[src/include/exec_params.svh]
`ifndef EXEC_PARAMS_SVH
`define EXEC_PARAMS_SVH

`define XLEN 64

// alu operation codes
`define ALU_ADD      5'd0
`define ALU_SUB      5'd1
`define ALU_MUL      5'd2
`define ALU_SLL      5'd3
`define ALU_SRL      5'd4
`define ALU_SRA      5'd5
`define ALU_SLT      5'd6
`define ALU_SLTU     5'd7
`define ALU_XOR      5'd8
`define ALU_OR       5'd9
`define ALU_AND      5'd10
`define ALU_RETURN_B 5'd11
`define ALU_DIV      5'd12
`define ALU_DIVU     5'd13
`define ALU_REM      5'd14
`define ALU_REMU     5'd15
`define ALU_NONE     5'd31

`define WB_ALU  2'd0
`define WB_LINK 2'd1 // pc + 4
`define WB_WORD 2'd2 // low word, sign extended

`define OPC_OP      7'b0110011
`define OPC_OPIMM   7'b0010011
`define OPC_OP32    7'b0111011
`define OPC_OPIMM32 7'b0011011
`define OPC_LOAD    7'b0000011
`define OPC_STORE   7'b0100011
`define OPC_BRANCH  7'b1100011
`define OPC_JAL     7'b1101111
`define OPC_JALR    7'b1100111
`define OPC_LUI     7'b0110111
`define OPC_AUIPC   7'b0010111

`endif

[src/hdl/rvTypes.sv]
package rvTypes;

    // register-register layout, also used for the funct fields of every format
    typedef struct packed {
        logic [6:0] funct7;
        logic [4:0] rs2;
        logic [4:0] rs1;
        logic [2:0] funct3;
        logic [4:0] rd;
        logic [6:0] opcode;
    } rType_t;

    // immediate bits are scattered over these three slices
    typedef struct packed {
        logic [11:0] upper;  // inst[31:20]
        logic [7:0]  middle; // inst[19:12]
        logic [4:0]  low;    // inst[11:7]
        logic [6:0]  opcode;
    } immFields_t;

    typedef union packed {
        rType_t     rType;
        immFields_t immView;
    } instWord_u;

endpackage

[src/hdl/immGen.sv]
`timescale 1ns/1ps
`include "exec_params.svh"

module immGen import rvTypes::*; (
    input  instWord_u         inst,
    output logic [`XLEN-1:0]  imm
);

    logic [11:0] upper;
    logic [7:0]  middle;
    logic [4:0]  low;
    logic        sign;

    assign upper  = inst.immView.upper;
    assign middle = inst.immView.middle;
    assign low    = inst.immView.low;
    assign sign   = upper[11]; // inst[31] in every format

    always_comb begin
        case (inst.immView.opcode)
            `OPC_OPIMM, `OPC_OPIMM32, `OPC_LOAD, `OPC_JALR: begin
                imm = {{(`XLEN-12){sign}}, upper};
            end
            `OPC_STORE: begin
                imm = {{(`XLEN-12){sign}}, upper[11:5], low};
            end
            `OPC_BRANCH: begin
                imm = {{(`XLEN-13){sign}}, sign, low[0], upper[10:5], low[4:1], 1'b0};
            end
            `OPC_LUI, `OPC_AUIPC: begin
                imm = {{(`XLEN-32){sign}}, upper, middle, 12'h000};
            end
            `OPC_JAL: begin
                imm = {{(`XLEN-21){sign}}, sign, middle, upper[0], upper[10:1], 1'b0};
            end
            default: imm = '0; // r-type, no immediate
        endcase
    end

endmodule

[config.mk]
export PLATFORM = sky130hd
export DESIGN_NAME = immGen
export DESIGN_NICKNAME = d
export VERILOG_FILES = /design/src/hdl/rvTypes.sv /design/src/hdl/immGen.sv
export VERILOG_INCLUDE_DIRS = /design/src /design/src/include
export SDC_FILE = /design/constraint.sdc
export NUM_CORES = 1
export LEC_CHECK = 0
export ABC_AREA = 1
export BUFFER_PORTS_ARGS = -buffer_cell sky130_fd_sc_hd__buf_2
export CAP_MARGIN = 5
export CORE_ASPECT_RATIO = 0.8
export CORE_UTILIZATION = 42
export DETAILED_ROUTE_END_ITERATION = 12
export GPL_ROUTABILITY_DRIVEN = 0
export PLACE_DENSITY = 0.87
export RECOVER_POWER = 100
export SYNTH_ARGS = -nofsm -noshare
export SYNTH_HDL_FRONTEND = slang
export SYNTH_SLANG_ARGS = --single-unit
[constraint.sdc]
create_clock -name vclk -period 2.25
set_input_delay 0.225 -clock vclk [all_inputs]
set_output_delay 0.225 -clock vclk [all_outputs]
set_load 0.1 [all_outputs]
==> summary.md, run 1 <==
| Metric | Value |
|---|---|
| Run status | finished, final reports clean |
| First-pass detailed-route iteration total | 5 |
| DR DRC count | 0 |
| Residual antenna-violating net count after detailed routing | 0 |
| Synth Area in Simple Gates | 66.5% |
| Total non-filler cell area in the finished layout | 2100 um^2 |
| Layout fillers | 122 |
| Resize count post-CTS | 0 |
| Number of buffer cells added on primary ports | 96 |
| Sequential element share of the synthesized area | 0% |
| Mean routed wirelength per cell | 18.3 um |
| Clock tree buffer count of the final layout | 0 |
| Actual transition at the worst max-transition pin | 0.416 ns |
| Setup repair after global routing missed its margin | false |
| Headroom to the max-slew limit | 72.1% |
| Top routing layer in use | met4 |
| Placed instance area | about 2500 um^2 |
| Minimum clock period after layout | 2.12 ns |
| Pwr Density | 207 nW/um^2 |
| Arrival time reported for the critical path endpoint | ~1.9 ns |
| Synth warnings | 0 |
| Kind of critical path | in2out |
| Type of element capturing the critical path | output pin |
| Portion of netlist area occupied by mux cells | 0% |
| Die outline height | 49.8 um |
| Adder and majority gate portion of the synthesized area | 0% |
| Leakage power figure | 1.28 nW |
| Vias in the first global route | 1923 |
| Area share of xor/xnor cells in the synthesized design | 0% |
| # IOs | 96 |
| Number of flip-flops and latches | 0 |
| Routed length on met3 | approximately 630 um |
| Via-per-instance ratio | 5.67 |
| DIE AREA | 3070 um^2 |
| Final-report setup violation count | 0 |
| Top achievable clock speed | 472 MHz |
| Non-filler cells, final | 349 |
| Layout Nets | 347 |
| Endpoint required time on the critical path | 2.03 ns |
| Post-synthesis area per instance | roughly 4.8 um^2 |
| Post-Syn Area | 1200 um^2 |
| Total instance count after detailed placement | about 350 |
| Maximum resistive drop on vdd | 0.000122 V |
| Max_cap viols | 0 |
| Combined flip-flop and latch cell area | 0 um^2 |
| Layout area overhead | 75.2% |
| Global-route wire length before repair | 10000 um |
| Post-CTS Hold Buffers | 0 |
| Yosys cell types | 13 |
| Effective utilization at floorplan | 46.7% |
| Number of endpoints with negative hold slack in the final report | 0 |
| Fraction of the mapped netlist area in compound gates | 0% |
| Number of placement rows | 16 |
| Met2 wire len | 3350 um |
| Gate count after technology mapping | 251 |
| Share of post-route cells with drive strength above 1 | roughly two fifths |
| First DRT Iteration DRCs | ~230 |
| HP Class | in2out |
| Global routing usage summed across all routing layers | between 40% and 50% |
| DRT Wirelength | 6370 um |
| Total via count after detailed routing | approximately 2.0k |
| Commonest non-fill, non-tap cell in the layout | nand2_1 |
| Top library cells by usage in the layout, fill and taps aside | nand2_1 (82), nand3_1 (51), nor2_1 (42) |
| Initial antenna violation count | 0 |
| Pin count of the biggest net entering global routing | 34 |
| Dominant combinational cell family by area after synthesis | simple AND/OR/NAND/NOR gates |
| Post-CTS Setup Inserts | 0 |
| Post-DP HPWL | 5120 um |
| Core outline area | 2560 um^2 |
| Critical path startpoint category | input port |
| Final period util | about 94% |
| Die Width | between 60 and 70 um |
| Total overflow reported by the global router | 0 |
| Net count after synthesis | about 280 |
| Final Slew Violations | 0 |
| Final TNS setup | 0 ns |
| Diode count | 0 |
| Max FO, Critical Path | 33 |
| Met1 wire length | between 2000 and 2500 um |
[stage by stage]
| step | setup WS (ns) | total power, mW | hold WS (ns) | util [%] |
|---|---|---|---|---|
| global route | 0.0553 | 0.447 | 0.916 | 81.9 |
| global placement | 0.393 | 0.454 | 0.866 | 96.2 |
| detailed placement | 0.219 | 0.470 | 0.883 | 96.2 |
| CTS | 0.214 | 0.471 | 0.885 | 96.2 |
| floorplan | 0.0329 | 0.290 | 1.02 | - |
| finish | 0.130 | 0.435 | 0.932 | 81.9 |
[final cells by class]
type                            instances  area, um^2  share of cell area, %
Multi-Input combinational cell        185         798                   38.0
Tap cell                               36        45.0                   2.15
Timing Repair Buffer                  109        1180                   56.4
Inverter                               19        71.3                   3.40
[where the power goes]
| part | leakage [nW] | total (mW) | internal [mW] | switching, mW |
|---|---|---|---|---|
| registers | 0 | 0 | 0 | 0 |
| logic | 1.28 | 0.435 | 0.115 | 0.319 |
| clock network | 0 | 0 | 0 | 0 |
[cells by family (layout without fill, tap and decap cells)]
family	after synthesis	count (layout)
simple gates	185	185
buf+inv	66	128
[per-layer routing]
metal	vias up	global-route usage, %
li1	873	-
met1	905	46.9
met2	158	78.0
met3	44	13.9
met4	0	20.7
met5	-	0
[worst paths after layout]
path  cells after the start      from      end  slack (ns)
min                       4  inst[22]   imm[2]        0.93
max                      10   inst[3]  imm[52]        0.13
[worst max-delay path, stage by stage]
cell	delay, ns
buf_2	0.10
inv_1	0.07
nand2_1	0.07
nor2_1	0.33
nand2_1	0.10
nand3_1	0.11
nand2_1	0.11
nand2_2	0.12
buf_12	0.36
buf_8	0.26
[cells in the mapped netlist]
library cell	n	area, um^2
nor2_4	1	11.3
buf_6	2	22.5
nand2_1	83	312
nand3_1	51	255
buf_4	33	248
inv_1	18	67.6
buf_2	12	60.1
nor2_2	2	12.5
nor3_1	1	5.00
inv_2	1	3.75
nor2_1	42	158
nand2_2	2	12.5
nand3_2	3	30.0
Power figures use the tool's default switching activity.
==> inputs of run 2 (changes only) <==
Settings changed: CELL_PAD_IN_SITES_DETAIL_PLACEMENT from default to 1, CELL_PAD_IN_SITES_GLOBAL_PLACEMENT from default to 2, CORE_UTILIZATION 42 to 17.
==> run 2 against run 1 <==
Via count decreased by 14%. Combinational power fell by 3%. Die area grew 140%. First-iteration DRC count fell by 84%. Count of clock-buffer cells in the layout stayed put. Setup slack better by 0.12 ns. Non-clock buffer count shrank 1. Sequential cell count unchanged. Critical path type unchanged. Critical endpoint is now imm[59]. Largest power group unchanged.
==> summary.md, run 2 (same netlist as run 1, synthesis figures left out) <==
| Metric | Value |
|---|---|
| Total via count after detailed routing | 1707 |
| Final period util | between 80% and 90% |
| First-pass detailed-route iteration total | 4 |
| Clock tree buffer count of the final layout | 0 |
| Total non-filler cell area in the finished layout | about 2200 um^2 |
| Via-per-instance ratio | about 4.3 |
| Final-report setup violation count | 0 |
| Psw | 0.308 mW |
| Total power of the final layout | 0.422 mW |
| Pwr Density | 196 nW/um^2 |
| DRT Wirelength | 5220 um |
| Residual antenna-violating net count after detailed routing | 0 |
| Headroom to the max-slew limit | 64.0% |
| Final Slew Violations | 0 |
| Number of flip-flops and latches | 0 |
| Run status | finished, final reports clean |
| Setup repair after global routing missed its margin | false |
| Commonest non-fill, non-tap cell in the layout | nand2_1 |
| DR DRC count | 0 |
| Highest cell delay on the worst timing path | 0.36 ns |
| # IOs | 96 |
| Number of endpoints with negative hold slack in the final report | 0 |
| Top library cells by usage in the layout, fill and taps aside | nand2_1 (83), nand3_1 (51), buf_2 (43) |
| Final TNS setup | 0 ns |
| Portion of total power attributed to combinational logic | 100.0% |
| Critical path startpoint category | input port |
| Cell with the largest stage delay on the worst path | buf_6 |
| Layout area overhead | 79.7% |
| Combined flip-flop and latch cell area | 0 um^2 |
| Vias in the first global route | 1776 |
| Initial antenna violation count | 0 |
| Placed instance area | 2530 um^2 |
| Bufs and invs on worst path | 5 |
| Fraction of power spent switching nets | 73.1% |
| Sequential share of power | 0% |
| First DRT Iteration DRCs | 37 |
| Minimum clock period after layout | 2.00 ns |
| Core outline area | between 6000 and 7000 um^2 |
| Cell-by-cell trace of the critical path | buf_2, inv_1, nand2_1, nor2_1, buf_4, nand3_1, nand2_1, nor2_1, nand2_2, buf_6, buf_12 |
| Kind of critical path | in2out |
| Actual transition at the worst max-transition pin | between 0.5 and 0.6 ns |
| Resize count post-CTS | 0 |
| HP Class | in2out |
| Mean routed wirelength per cell | 13.2 um |
| Effective utilization at floorplan | 18.1% |
| Layout Nets | 346 |
| Arrival time reported for the critical path endpoint | ~1.8 ns |
| Global routing usage summed across all routing layers | 14.6% |
| Total internal power | around 0.11 mW |
| Maximum resistive drop on vdd | 0.0000610 V |
| Post-DP HPWL | 4320 um |
| Endpoint required time on the critical path | 2.03 ns |
| Final core utilization | between 30% and 40% |
| Diode count | 0 |
| Leakage power figure | roughly 1.3 nW |
| Number of placement rows | 26 |
| Smallest setup slack after layout | between 0.2 and 0.3 ns |
| Post-CTS Setup Inserts | 0 |
| Number of buffer cells added on primary ports | 96 |
| Global-route wire length before repair | about 9000 um |
| Max FO, Critical Path | 19 |
| Top achievable clock speed | 500 MHz |
| Part of the total power dissipated in the clock network | 0% |
| Total overflow reported by the global router | 0 |
| Max_cap viols | 0 |
| Delay-heaviest family, CP | buffers and inverters |
| Type of element capturing the critical path | output pin |
| Share of post-route cells with drive strength above 1 | a little under two fifths |
| Pin count of the biggest net entering global routing | 21 |
| Die Width | 95.8 um |
| Place WS | 0.342 ns |
| Post-CTS Hold Buffers | 0 |
| DIE AREA | 7390 um^2 |
| Die outline height | 77.1 um |
[run 2: final cells by class]
cell class	count	area, um^2
fillers	869	4450
repair buffers	108	1180
multi-input cells	185	796
well taps	84	105
inverters	19	71.3
[run 2: worst paths after layout]
path  startpoint       to  slack, ns  cells after the start
max      inst[3]  imm[59]       0.25                     11
min     inst[21]   imm[1]       0.88                      4
[run 2: per-stage QoR]
| stage | std cells | hold slack, ns |
|---|---|---|
| after global placement | 396 | 0.876 |
| after detailed placement | 396 | 0.887 |
| after floorplan | 251 | 1.02 |
| after global routing | 396 | 0.897 |
| final | 396 | 0.882 |
| after CTS | 396 | 0.888 |
[run 2: power by group through the flow]
| stage | clock (mW) | sequential, mW | combinational (mW) |
|---|---|---|---|
| floorplan | 0 | 0 | 0.290 |
| global placement | 0 | 0 | 0.462 |
| detailed placement | 0 | 0 | 0.467 |
| CTS | 0 | 0 | 0.468 |
| global route | 0 | 0 | 0.440 |
| finish | 0 | 0 | 0.422 |
[run 2: tightest hold or removal path, stage by stage]
cell	delay (ns)
buf_2	0.12
nand2_1	0.06
nand2_1	0.08
buf_12	0.17
[run 2: per-layer routing]
metal	share of wire, %	track usage (%)	wire length (um)
met1	44	19.0	2320
met2	51	27.6	2680
met3	4.3	0.595	224
met4	0	0	0
met5	0	0	0
