--- config.mk ---
export PLATFORM = sky130hd
export DESIGN_NAME = instDecoder
export DESIGN_NICKNAME = d
export VERILOG_FILES = /design/src/hdl/rvTypes.sv /design/src/hdl/instDecoder.sv
export VERILOG_INCLUDE_DIRS = /design/src /design/src/include
export SDC_FILE = /design/constraint.sdc
export NUM_CORES = 1
export LEC_CHECK = 0
export BUFFER_PORTS_ARGS = -buffer_cell sky130_fd_sc_hd__buf_4
export CORE_ASPECT_RATIO = 0.6
export CORE_MARGIN = 5
export CORE_UTILIZATION = 38
export DETAILED_ROUTE_END_ITERATION = 10
export PLACE_DENSITY = 0.84
export SLEW_MARGIN = 20
export SYNTH_ARGS = -nofsm -noshare
export SYNTH_HDL_FRONTEND = slang
export SYNTH_SLANG_ARGS = --single-unit
--- constraint.sdc ---
create_clock -name vclk -period 1.8
set_input_delay 0.36 -clock vclk [all_inputs]
set_output_delay 0.36 -clock vclk [all_outputs]
set_load 0.01 [all_outputs]
--- src/include/exec_params.svh ---
`ifndef EXEC_PARAMS_SVH
`define EXEC_PARAMS_SVH

`define XLEN 64

// alu operation codes
`define ALU_ADD      5'd0
`define ALU_SUB      5'd1
`define ALU_MUL      5'd2
`define ALU_SLL      5'd3
`define ALU_SRL      5'd4
`define ALU_SRA      5'd5
`define ALU_SLT      5'd6
`define ALU_SLTU     5'd7
`define ALU_XOR      5'd8
`define ALU_OR       5'd9
`define ALU_AND      5'd10
`define ALU_RETURN_B 5'd11
`define ALU_DIV      5'd12
`define ALU_DIVU     5'd13
`define ALU_REM      5'd14
`define ALU_REMU     5'd15
`define ALU_NONE     5'd31

`define WB_ALU  2'd0
`define WB_LINK 2'd1 // pc + 4
`define WB_WORD 2'd2 // low word, sign extended

`define OPC_OP      7'b0110011
`define OPC_OPIMM   7'b0010011
`define OPC_OP32    7'b0111011
`define OPC_OPIMM32 7'b0011011
`define OPC_LOAD    7'b0000011
`define OPC_STORE   7'b0100011
`define OPC_BRANCH  7'b1100011
`define OPC_JAL     7'b1101111
`define OPC_JALR    7'b1100111
`define OPC_LUI     7'b0110111
`define OPC_AUIPC   7'b0010111

`endif

--- src/hdl/rvTypes.sv ---
package rvTypes;

    // register-register layout, also used for the funct fields of every format
    typedef struct packed {
        logic [6:0] funct7;
        logic [4:0] rs2;
        logic [4:0] rs1;
        logic [2:0] funct3;
        logic [4:0] rd;
        logic [6:0] opcode;
    } rType_t;

    // immediate bits are scattered over these three slices
    typedef struct packed {
        logic [11:0] upper;  // inst[31:20]
        logic [7:0]  middle; // inst[19:12]
        logic [4:0]  low;    // inst[11:7]
        logic [6:0]  opcode;
    } immFields_t;

    typedef union packed {
        rType_t     rType;
        immFields_t immView;
    } instWord_u;

endpackage

--- src/hdl/instDecoder.sv ---
`timescale 1ns/1ps
`include "exec_params.svh"

module instDecoder import rvTypes::*; (
    input  instWord_u   inst,
    output logic [4:0]  aluOp,
    output logic        selA,
    output logic        selB,
    output logic [1:0]  wbSel,
    output logic        isJump,
    output logic        jumpReg,
    output logic        isBranch,
    output logic [2:0]  branchFunct,
    output logic        shamtWord,
    output logic        writeRd,
    output logic        memRead,
    output logic [3:0]  loadBytes,
    output logic        loadSigned,
    output logic [7:0]  memWriteMask,
    output logic        illegal
);

    logic [6:0] opcode;
    logic [2:0] funct3;
    logic [6:0] funct7;

    assign opcode = inst.rType.opcode;
    assign funct3 = inst.rType.funct3;
    assign funct7 = inst.rType.funct7;

    // M extension subset, mulh variants come back as none
    function automatic logic [4:0] mulDivOp(input logic [2:0] f3);
        case (f3)
            3'd0:    return `ALU_MUL;
            3'd4:    return `ALU_DIV;
            3'd5:    return `ALU_DIVU;
            3'd6:    return `ALU_REM;
            3'd7:    return `ALU_REMU;
            default: return `ALU_NONE;
        endcase
    endfunction

    always_comb begin
        aluOp        = `ALU_NONE;
        selA         = 1'b1;
        selB         = 1'b1;
        wbSel        = `WB_ALU;
        isJump       = 1'b0;
        jumpReg      = 1'b0;
        isBranch     = 1'b0;
        branchFunct  = funct3;
        shamtWord    = 1'b0;
        writeRd      = 1'b0;
        memRead      = 1'b0;
        loadBytes    = 4'h0;
        loadSigned   = 1'b0;
        memWriteMask = 8'h00;
        illegal      = 1'b0;

        case (opcode)
            `OPC_OP: begin
                writeRd = 1'b1;
                case (funct7)
                    7'h00: begin
                        case (funct3)
                            3'd0:    aluOp = `ALU_ADD;
                            3'd1:    aluOp = `ALU_SLL;
                            3'd2:    aluOp = `ALU_SLT;
                            3'd3:    aluOp = `ALU_SLTU;
                            3'd4:    aluOp = `ALU_XOR;
                            3'd5:    aluOp = `ALU_SRL;
                            3'd6:    aluOp = `ALU_OR;
                            default: aluOp = `ALU_AND;
                        endcase
                    end
                    7'h20: begin
                        case (funct3)
                            3'd0:    aluOp = `ALU_SUB;
                            3'd5:    aluOp = `ALU_SRA;
                            default: illegal = 1'b1;
                        endcase
                    end
                    7'h01: begin
                        aluOp = mulDivOp(funct3);
                        illegal = (aluOp == `ALU_NONE);
                    end
                    default: illegal = 1'b1;
                endcase
            end
            `OPC_OPIMM: begin
                selB = 1'b0;
                writeRd = 1'b1;
                case (funct3)
                    3'd0: aluOp = `ALU_ADD;
                    3'd1: begin
                        aluOp = `ALU_SLL;
                        illegal = (funct7[6:1] != 6'h00); // shamt is 6 bits on rv64
                    end
                    3'd2: aluOp = `ALU_SLT;
                    3'd3: aluOp = `ALU_SLTU;
                    3'd4: aluOp = `ALU_XOR;
                    3'd5: begin
                        case (funct7[6:1])
                            6'h00:   aluOp = `ALU_SRL;
                            6'h10:   aluOp = `ALU_SRA;
                            default: illegal = 1'b1;
                        endcase
                    end
                    3'd6:    aluOp = `ALU_OR;
                    default: aluOp = `ALU_AND;
                endcase
            end
            `OPC_OP32: begin
                writeRd = 1'b1;
                shamtWord = 1'b1;
                wbSel = `WB_WORD;
                case (funct7)
                    7'h00: begin
                        case (funct3)
                            3'd0:    aluOp = `ALU_ADD;
                            3'd1:    aluOp = `ALU_SLL;
                            3'd5:    aluOp = `ALU_SRL;
                            default: illegal = 1'b1;
                        endcase
                    end
                    7'h20: begin
                        case (funct3)
                            3'd0:    aluOp = `ALU_SUB;
                            3'd5:    aluOp = `ALU_SRA;
                            default: illegal = 1'b1;
                        endcase
                    end
                    7'h01: begin
                        aluOp = mulDivOp(funct3);
                        illegal = (aluOp == `ALU_NONE);
                    end
                    default: illegal = 1'b1;
                endcase
            end
            `OPC_OPIMM32: begin
                selB = 1'b0;
                writeRd = 1'b1;
                shamtWord = 1'b1;
                wbSel = `WB_WORD;
                case (funct3)
                    3'd0: aluOp = `ALU_ADD;
                    3'd1: begin
                        aluOp = `ALU_SLL;
                        illegal = (funct7 != 7'h00);
                    end
                    3'd5: begin
                        case (funct7)
                            7'h00:   aluOp = `ALU_SRL;
                            7'h20:   aluOp = `ALU_SRA;
                            default: illegal = 1'b1;
                        endcase
                    end
                    default: illegal = 1'b1;
                endcase
            end
            `OPC_LOAD: begin
                selB = 1'b0; // address is rs1 + imm
                aluOp = `ALU_ADD;
                writeRd = 1'b1;
                memRead = 1'b1;
                loadBytes = 4'h1 << funct3[1:0];
                loadSigned = ~funct3[2];
                illegal = (funct3 == 3'd7); // no ldu
            end
            `OPC_STORE: begin
                selB = 1'b0;
                aluOp = `ALU_ADD;
                case (funct3)
                    3'd0:    memWriteMask = 8'h01;
                    3'd1:    memWriteMask = 8'h03;
                    3'd2:    memWriteMask = 8'h0F;
                    3'd3:    memWriteMask = 8'hFF;
                    default: illegal = 1'b1;
                endcase
            end
            `OPC_BRANCH: begin
                isBranch = 1'b1;
                illegal = (funct3 == 3'd2) || (funct3 == 3'd3);
            end
            `OPC_JAL: begin
                isJump = 1'b1;
                writeRd = 1'b1;
                wbSel = `WB_LINK;
            end
            `OPC_JALR: begin
                isJump = 1'b1;
                jumpReg = 1'b1;
                writeRd = 1'b1;
                wbSel = `WB_LINK;
                illegal = (funct3 != 3'd0);
            end
            `OPC_LUI: begin
                selB = 1'b0;
                aluOp = `ALU_RETURN_B;
                writeRd = 1'b1;
            end
            `OPC_AUIPC: begin
                selA = 1'b0; // pc + imm
                selB = 1'b0;
                aluOp = `ALU_ADD;
                writeRd = 1'b1;
            end
            default: illegal = 1'b1;
        endcase

        // nothing may reach the register file or memory
        if (illegal) begin
            writeRd = 1'b0;
            memRead = 1'b0;
            memWriteMask = 8'h00;
        end
    end

endmodule

==> results.md, run 1 <==
* Total number of vias at roughly 1,700
* Post-detailed-route via-to-cell ratio at 6.108
* Highest achievable clock rate at 485.6 MHz
* Cell type contributing the most total cell area after synthesis: nor2_1
* Shortest period the worst path allows at 2059 ps
* Pin count of the biggest net entering global routing at 17
* Critical-path top delay cell: and4b_2
* Internal power at ~180 µW
* Die height at 49.08 µm
* Detailed-route wire length per cell at ~19 µm
* Worst IR Drop VDD at 0.0001286 V
* Final non-filler cell total at 279
* DRC violations left at 0
* Post-Synthesis Net Count at 190
* Final number of setup-violating endpoints at 20
* Post-route setup slack at -259.2 ps
* Cell area after technology mapping at a little under 0.001 mm²
* First-pass GRT wire length at 7307 µm
* Hold Path End: branchFunct[0]
* Category of the worst setup path capture point: primary output
* Post-route standard cell area excluding fillers at between 0.002 and 0.0025 mm²
* CP peak stage delay at approximately 380 ps
* Routing layer with the top usage in global route: met2
* Synth-to-layout area growth at 120.8%
* Per-instance average area after synthesis at 6.121 µm²
* Net count of the finished layout at 281
* Core outline area at 0.002470 mm²
* Result of the run: finished with violations
* Hold-fix buffers, CTS at 0
* Detailed Routing Iterations Pass 1 at 5
* Total track usage at between 20% and 30%
* Max-slew violations at 0
* Arrival time of data at the critical path endpoint at 1700 ps
* GR Overflow Total at 0
* Setup repair after global routing missed its margin: true
* Total cell area at the placement stage at between 0.0015 and 0.002 mm²
* Transition time of the tightest slew-check pin at 354.8 ps
* Critical hold path startpoint: inst[12]
* Fraction of post-synthesis cell area in the top cell type by area at between 7 and 8%
* Ant diodes at 0
* Number of max-capacitance violations reported at 0
* Combinational share of power at 100.0%
* Leading cell type in the layout, fill and taps excluded: buf_4
* Data required time of the critical path at 1440 ps
* Number of rows created at floorplan at 14
* Post-Route WL at 5426 µm
* Clock tree buffer count of the final layout at 0
* Final clock period utilization by the worst path at 114.4%
* GR Util met3 at between 1 and 1.5%
* Setup slack at placement at -307.4 ps
* Syn Inst Count at 158
* Sequential cell count of the final layout at 0
* Highest net fanout along the worst path at 4
* CP Launch Type: input pin
* Starting density of the core at 39.16%
* Slew headroom at 76.10%
* Critical path startpoint: inst[6]
* Quantity of I/O buffers inserted on ports at between 40 and 50
* DRC marker count from the first detailed-route iteration at 134
* CP cell instances: buf_8, and4b_2, nand2_2, buf_4, o32ai_2, nor4_1, nand3_1, buf_6
* Violations in the final reports: negative setup slack
* Top library cells by usage in the layout, fill and taps aside: buf_4, buf_6, nor2_1, nand2_1, nand3_1
* Unique cell type count in the Yosys netlist at 53
* YS warnings at 0
* Met2 demand-to-capacity share in global routing at 41.18%
* Number of routed nets with antenna violations at 0
* Aggregate negative setup slack at -2658 ps
* Detailed Place HPWL at 3100 µm
* Relative contribution of sequential cells to total power at 0%
* Total net switching power at 183.7 µW
* Worst hold stages at 2
* Final-layout fill cell count at roughly 120
* Gpl congestion at 0.8963
* Die boundary width at 75.13 µm
* Sequential cell area at 0 µm²
* Final hold violation count at 0
* Total die area at between 0.003 and 0.004 mm²
* Path category of the worst min-delay check: input pin to primary output
* Number of global-route vias before repair at 1,510
* Cell Count Post-Placement at 268
* Met1 Resource Use GR at a little over a third
* Area contributors post-synth: nor2_1, buf_4, nand3_1
* Fraction of power spent switching nets at between 40% and 50%
* Share of post-route cells with drive strength above 1 at 64.78%
* Total leakage power at 0.0009308 µW
* Clock network fraction of total power at 0%
* Post-synthesis sequential area ratio at 0%
* Num ports at 64
* PwrDens at roughly 170 mW/mm²
* Antenna violations before repair at 0
* CP Class: input pin to primary output
* Final core utilization at 86.47%
worst max-delay path by stage:
stage / end / cells after the start
floorplan: memWriteMask[3] / 7
global placement: writeRd / 7
detailed placement: writeRd / 8
CTS: writeRd / 7
global route: aluOp[0] / 9
finish: aluOp[0] / 8
cells in the mapped netlist, types with 2 or more instances:
cell type / count
a21oi_1: 10
nand3_1: 11
nand2_1: 12
buf_2: 6
nor3b_2: 2
buf_4: 9
nor3_1: 8
inv_2: 2
a211oi_1: 3
nor2_1: 20
o21ai_0: 4
nor3_2: 2
o21ai_1: 4
buf_6: 3
o22a_1: 2
nand4_1: 4
inv_1: 6
clkbuf_1: 2
nand2b_1: 8
and2_1: 3
a31oi_1: 4
nor3b_1: 2
critical path: cells and delay by family:
family                 cells  cell delay (ps)
buffers and inverters      3              360
AO/OA/AOI/OAI              1              280
AND/OR/NAND/NOR            4              690
metal layers:
layer	vias to the layer above	part of all wire (%)
li1	751	-
met1	802	37
met2	123	47
met3	28	11
met4	0	4.4
met5	-	0
layout make-up:
cell class	instances	area [µm²]	share of cell area, %
timing repair buffer	110	1005	47.04
tap	32	40.04	1.875
multi-input combinational	129	1061	49.68
inverter	8	30.03	1.406
kinds of logic after synthesis:
group                     after synthesis  share of synthesized area [%]
and+or+nand+nor                        87                          50.71
AOI/OAI and AO/OA                      41                          30.15
xor gates and xnor gates                1                         0.9057
buffers and inverters                  29                          18.24
stage by stage:
| step | hold WS, ps | power (µW) |
|---|---|---|
| after floorplan | 811.8 | 135.8 |
| after global placement | 1012 | 260.4 |
| after detailed placement | 1021 | 268.0 |
| after CTS | 1037 | 303.7 |
| after global routing | 997.4 | 387.0 |
| final | 993.4 | 367.7 |
power groups by stage:
stage / combinational [µW] / clock, µW / sequential [µW]
global placement: 260 / 0 / 0
CTS: 304 / 0 / 0
finish: 368 / 0 / 0
global route: 387 / 0 / 0
floorplan: 136 / 0 / 0
detailed placement: 268 / 0 / 0
repair_timing:
item	in CTS	in global routing
endpoints found under the setup margin	17	23
setup buffers	4	7
pin swaps	20	16
gates resized for setup	48	48
hold endpoints to repair	0	0
(Power assumes the default switching activity.)
==> inputs of run 2 (changes only) <==
Settings changed: PLACE_DENSITY 0.84 to default, PLACE_DENSITY_LB_ADDON from default to 0.15.
==> run 2 against run 1 <==
Compared with the run above: the flow still finishes with violations (negative setup slack); first-iteration DRC count is 14% lower; flip-flop and latch count unchanged; wire length grew 13%; worst setup slack worse by 34 ps; non-clock buffer count did not move; combinational power up 7.9%; hold slack better by 80 ps; core utilization increased by 2.3 points; sequential share of layout area stayed put; largest cell class unchanged; highest routed layer unchanged.
==> results.md, run 2 (synthesis gave the netlist of run 1 again) <==
* Total track usage at 27.32%
* Category of the worst setup path capture point: primary output
* Transition time of the tightest slew-check pin at around 360 ps
* Multi-input combinational cell area at between 0.001 and 0.0015 mm²
* Gpl congestion at 0.9325
* Sequential cell count of the final layout at 0
* CP peak stage delay at 380 ps
* Setup slack at placement at -333.6 ps
* Ant diodes at 0
* Leading cell type in the layout, fill and taps excluded: buf_4
* Critical-path top delay cell: a2111o_1
* Final clock period utilization by the worst path at 116.3%
* Top library cells by usage in the layout, fill and taps aside: buf_4, buf_6, nor2_1, nand2_1, nand3_1
* Core outline area at between 0.002 and 0.0025 mm²
* Final core utilization at 88.80%
* DRC marker count from the first detailed-route iteration at 115
* Net count of the finished layout at 281
* Final-layout fill cell count at 117
* Number of global-route vias before repair at 1,635
* Total cell area at the placement stage at 0.001643 mm²
* Detailed Routing Iterations Pass 1 at 5
* Die height at 49.08 µm
* CP Launch Type: input pin
* Post-detailed-route via-to-cell ratio at 6.240
* Post-route standard cell area excluding fillers at 0.002193 mm²
* Final number of setup-violating endpoints at 21
* Clock tree buffer count of the final layout at 0
* Starting density of the core at 39.16%
* Highest achievable clock rate at 477.7 MHz
* Max-slew violations at 0
* Total leakage power at about 0.00095 µW
* Worst IR Drop VDD at 0.0001293 V
* Arrival time of data at the critical path endpoint at 1730 ps
* Hold-fix buffers, CTS at 0
* Die boundary width at around 75 µm
* Pin count of the biggest net entering global routing at 11
* Antenna violations before repair at 0
* Quantity of I/O buffers inserted on ports at 49
* Num ports at 64
* Data required time of the critical path at 1440 ps
* Result of the run: finished with violations
* Worst hold margin at 1074 ps
* Crit-path most repeated cell: buf_6
* Post-Route WL at 6153 µm
* Violations in the final reports: negative setup slack
* Total die area at 0.003687 mm²
* Total number of vias at 1,741
* PwrDens at 180.9 mW/mm²
* Final hold violation count at 0
* Number of routed nets with antenna violations at 0
* Cell family with most CP delay: simple AND/OR/NAND/NOR gates
* Path category of the worst min-delay check: input pin to primary output
* Number of max-capacitance violations reported at 0
* Post-route setup slack at -293.3 ps
* Sequential cell area at 0 µm²
* DRC violations left at 0
* Number of rows created at floorplan at 14
* GR Overflow Total at 0
* Buffers plus inverters on the worst setup path at 3
* Total design power at between 300 and 400 µW
* Highest net fanout along the worst path at 6
* CP cell instances: buf_6, buf_6, nand4_1, a2111o_1, nand4_1, a21oi_2, and4_1, buf_6
* Detailed-route wire length per cell at 22.05 µm
* Shortest period the worst path allows at approximately 2100 ps
* Slew headroom at approximately three quarters
* Detailed Place HPWL at ~3400 µm
* Share of post-route cells with drive strength above 1 at between 70% and 80%
* First-pass GRT wire length at 8024 µm
* Setup repair after global routing missed its margin: true
* CP Class: input pin to primary output
* Synth-to-layout area growth at 126.8%
[run 2: final cells by class]
class	instances	area share (%)
Inverter	8	1.369
Tap cell	32	1.825
Multi-Input combinational cell	129	51.17
Timing Repair Buffer	110	45.64
[run 2: timing repair]
item                       4_1_cts  5_1_grt
pin swaps                       16       12
resized for setup               59       50
setup endpoints to repair       22       21
setup buffers                    6        3
[run 2: report_power, final]
group          switching (µW)  internal [µW]  total (µW)  leakage [µW]
Combinational             201            195         397      0.000955
Sequential                  0              0           0             0
Clock                       0              0           0             0
Total                     201            195         397      0.000955
[run 2: final timing paths]
check                 from             end  cells after the start
setup / recovery   inst[5]         writeRd                      8
hold / removal    inst[14]  branchFunct[2]                      3
[run 2: stage by stage]
stage	std cells	TNS, ps
floorplan	158	0
global placement	271	-2719
detailed placement	271	-3212
CTS	276	-1879
global route	279	-4377
finish	279	-3267
[run 2: routing by layer]
| layer | vias to the layer above | GRT usage, % | wire [µm] |
|---|---|---|---|
| met5 | - | 0 | 0 |
| met4 | 0 | 5.814 | 269 |
| met3 | 38 | 2.675 | 667 |
| met2 | 151 | 46.39 | 2747 |
| met1 | 799 | 36.88 | 2467 |
| li1 | 753 | - | - |
[run 2: tightest hold or removal path, delay by kind of cell]
family,cells,cell delay [ps]
buffers and inverters,3,350
==> inputs of run 3 (changes only) <==
Settings changed: CORE_MARGIN 5 to 1.5, PLACE_DENSITY_LB_ADDON 0.15 to 0.2.
==> run 3 against run 2 <==
Compared with the run above: the flow still finishes with violations (negative setup slack); maximum frequency fell by 4.2%; final area fell by 3.8%; worst setup slack got worse by 92 ps; flip-flop and latch count did not move; non-clock buffer count fell by 1; global-route usage rose by 2.9 points; highest routed layer is now met5.
==> results.md, run 3 (synthesis gave the netlist of run 1 again) <==
* Post-Route WL at 7003 µm
* Leading cell type in the layout, fill and taps excluded: buf_4
* Post-detailed-route via-to-cell ratio at 7.112
* Critical path startpoint: inst[29]
* Die boundary width at 68.13 µm
* Number of max-capacitance violations reported at 0
* Path category of the worst min-delay check: input pin to primary output
* Final core utilization at 92.69%
* Number of routed nets with antenna violations at 0
* DRC marker count from the first detailed-route iteration at around 340
* First-pass GRT wire length at 6768 µm
* Num ports at 64
* Violations in the final reports: negative setup slack
* CP Class: input pin to primary output
* Total die area at 0.002867 mm²
* Quantity of I/O buffers inserted on ports at a little under 50
* Sequential cell count of the final layout at 0
* Number of global-route vias before repair at 1,405
* Max-slew violations at 0
* DRC violations left at 0
* Final clock period utilization by the worst path at 121.4%
* Data required time of the critical path at roughly 1400 ps
* Net count of the finished layout at 280
* CP Launch Type: input pin
* Shortest period the worst path allows at 2186 ps
* Number of rows created at floorplan at 13
* Detailed Place HPWL at 3183 µm
* Arrival time of data at the critical path endpoint at 1830 ps
* Core outline area at roughly 0.0023 mm²
* Detailed-route wire length per cell at 25.37 µm
* Worst IR Drop VDD at 0.0001377 V
* GR Overflow Total at 0
* Slew headroom at 77.49%
* Final number of setup-violating endpoints at 23
* Final-layout fill cell count at 77
* Highest net fanout along the worst path at 5
* Total number of vias at 1,963
* Setup repair after global routing missed its margin: true
* Pin count of the biggest net entering global routing at 18
* Post-route setup slack at -385.6 ps
* Ant diodes at 0
* Sequential cell area at 0 µm²
* Worst setup path end: aluOp[0]
* Synth-to-layout area growth at 118.2%
* Share of post-route cells with drive strength above 1 at 65.04%
* Clock tree buffer count of the final layout at 0
* Top library cells by usage in the layout, fill and taps aside: buf_4, buf_6, nor2_1, nand2_1
* Worst hold margin at 1111 ps
* Result of the run: finished with violations
* Gpl congestion at 0.9010
* Die height at about 42 µm
* Total design power at approximately 410 µW
* Hold-fix buffers, CTS at 0
* Total leakage power at 0.0009337 µW
* Antenna violations before repair at 0
* Transition time of the tightest slew-check pin at ~330 ps
* PwrDens at 192.2 mW/mm²
* Starting density of the core at ~42%
* Final hold violation count at 0
* Highest achievable clock rate at 457.5 MHz
* Total track usage at between 30% and 40%
* Category of the worst setup path capture point: primary output
* Detailed Routing Iterations Pass 1 at 7
-- run 3: changes by cell type in the layout (fill, tap and decap cells not counted), moves of 3 or more --
cell / delta
buf_4: -6
buf_6: +5
nor2_1: +4
nor2_4: -3
-- run 3: worst min-delay path by stage --
stage / start / endpoint / slack [ps] / cells after the start
detailed placement: inst[3] / isBranch / 1100 / 4
floorplan: inst[12] / branchFunct[0] / 810 / 1
CTS: inst[12] / branchFunct[0] / 1090 / 3
finish: inst[12] / branchFunct[0] / 1110 / 3
global route: inst[12] / branchFunct[0] / 1110 / 3
global placement: inst[3] / isBranch / 1100 / 4
-- run 3: cell type report --
class                      count  area [µm²]  share of cell area (%)
tap                           30       37.54                   1.778
multi-input combinational    129        1036                   49.08
inverter                       8       30.03                   1.423
timing repair buffer         109        1007                   47.72
-- run 3: worst max-delay path, cell delays in order --
cell	delay [ps]
buf_4	120
nor2_2	210
and2_4	210
buf_6	140
buf_4	120
a311oi_1	80
nor4_1	270
nand3_1	140
buf_4	170
-- run 3: per-stage QoR --
step                      setup slack (ps)  area (µm²)  std cells  setup TNS, ps
after global routing                -429.3        2111        276          -4620
after detailed placement            -319.1        1610        265          -3456
after CTS                           -223.4        1889        269          -2533
final                               -385.6        2111        276          -4037
after floorplan                     0.1703       985.9        158              0
after global placement              -306.5        1610        265          -3083
-- run 3: what timing repair did --
action / CTS / global route
setup endpoints to repair: 20 / 20
pin swaps: 23 / 23
gates resized for setup: 56 / 40
gates cloned: 0 / 0
buffers inserted: 5 / 7
-- run 3: routing by layer --
metal,track usage [%],share of wire [%],up-vias
met5,0,0.59,-
met4,1.200,8.7,2
met3,3.226,17,90
met2,48.93,41,242
met1,44.53,33,880
li1,-,-,749
-- run 3: power by group --
group | switching [µW] | internal (µW) | total, µW | leakage, µW
Combinational | 213 | 193 | 406 | 0.000934
Clock | 0 | 0 | 0 | 0
Sequential | 0 | 0 | 0 | 0
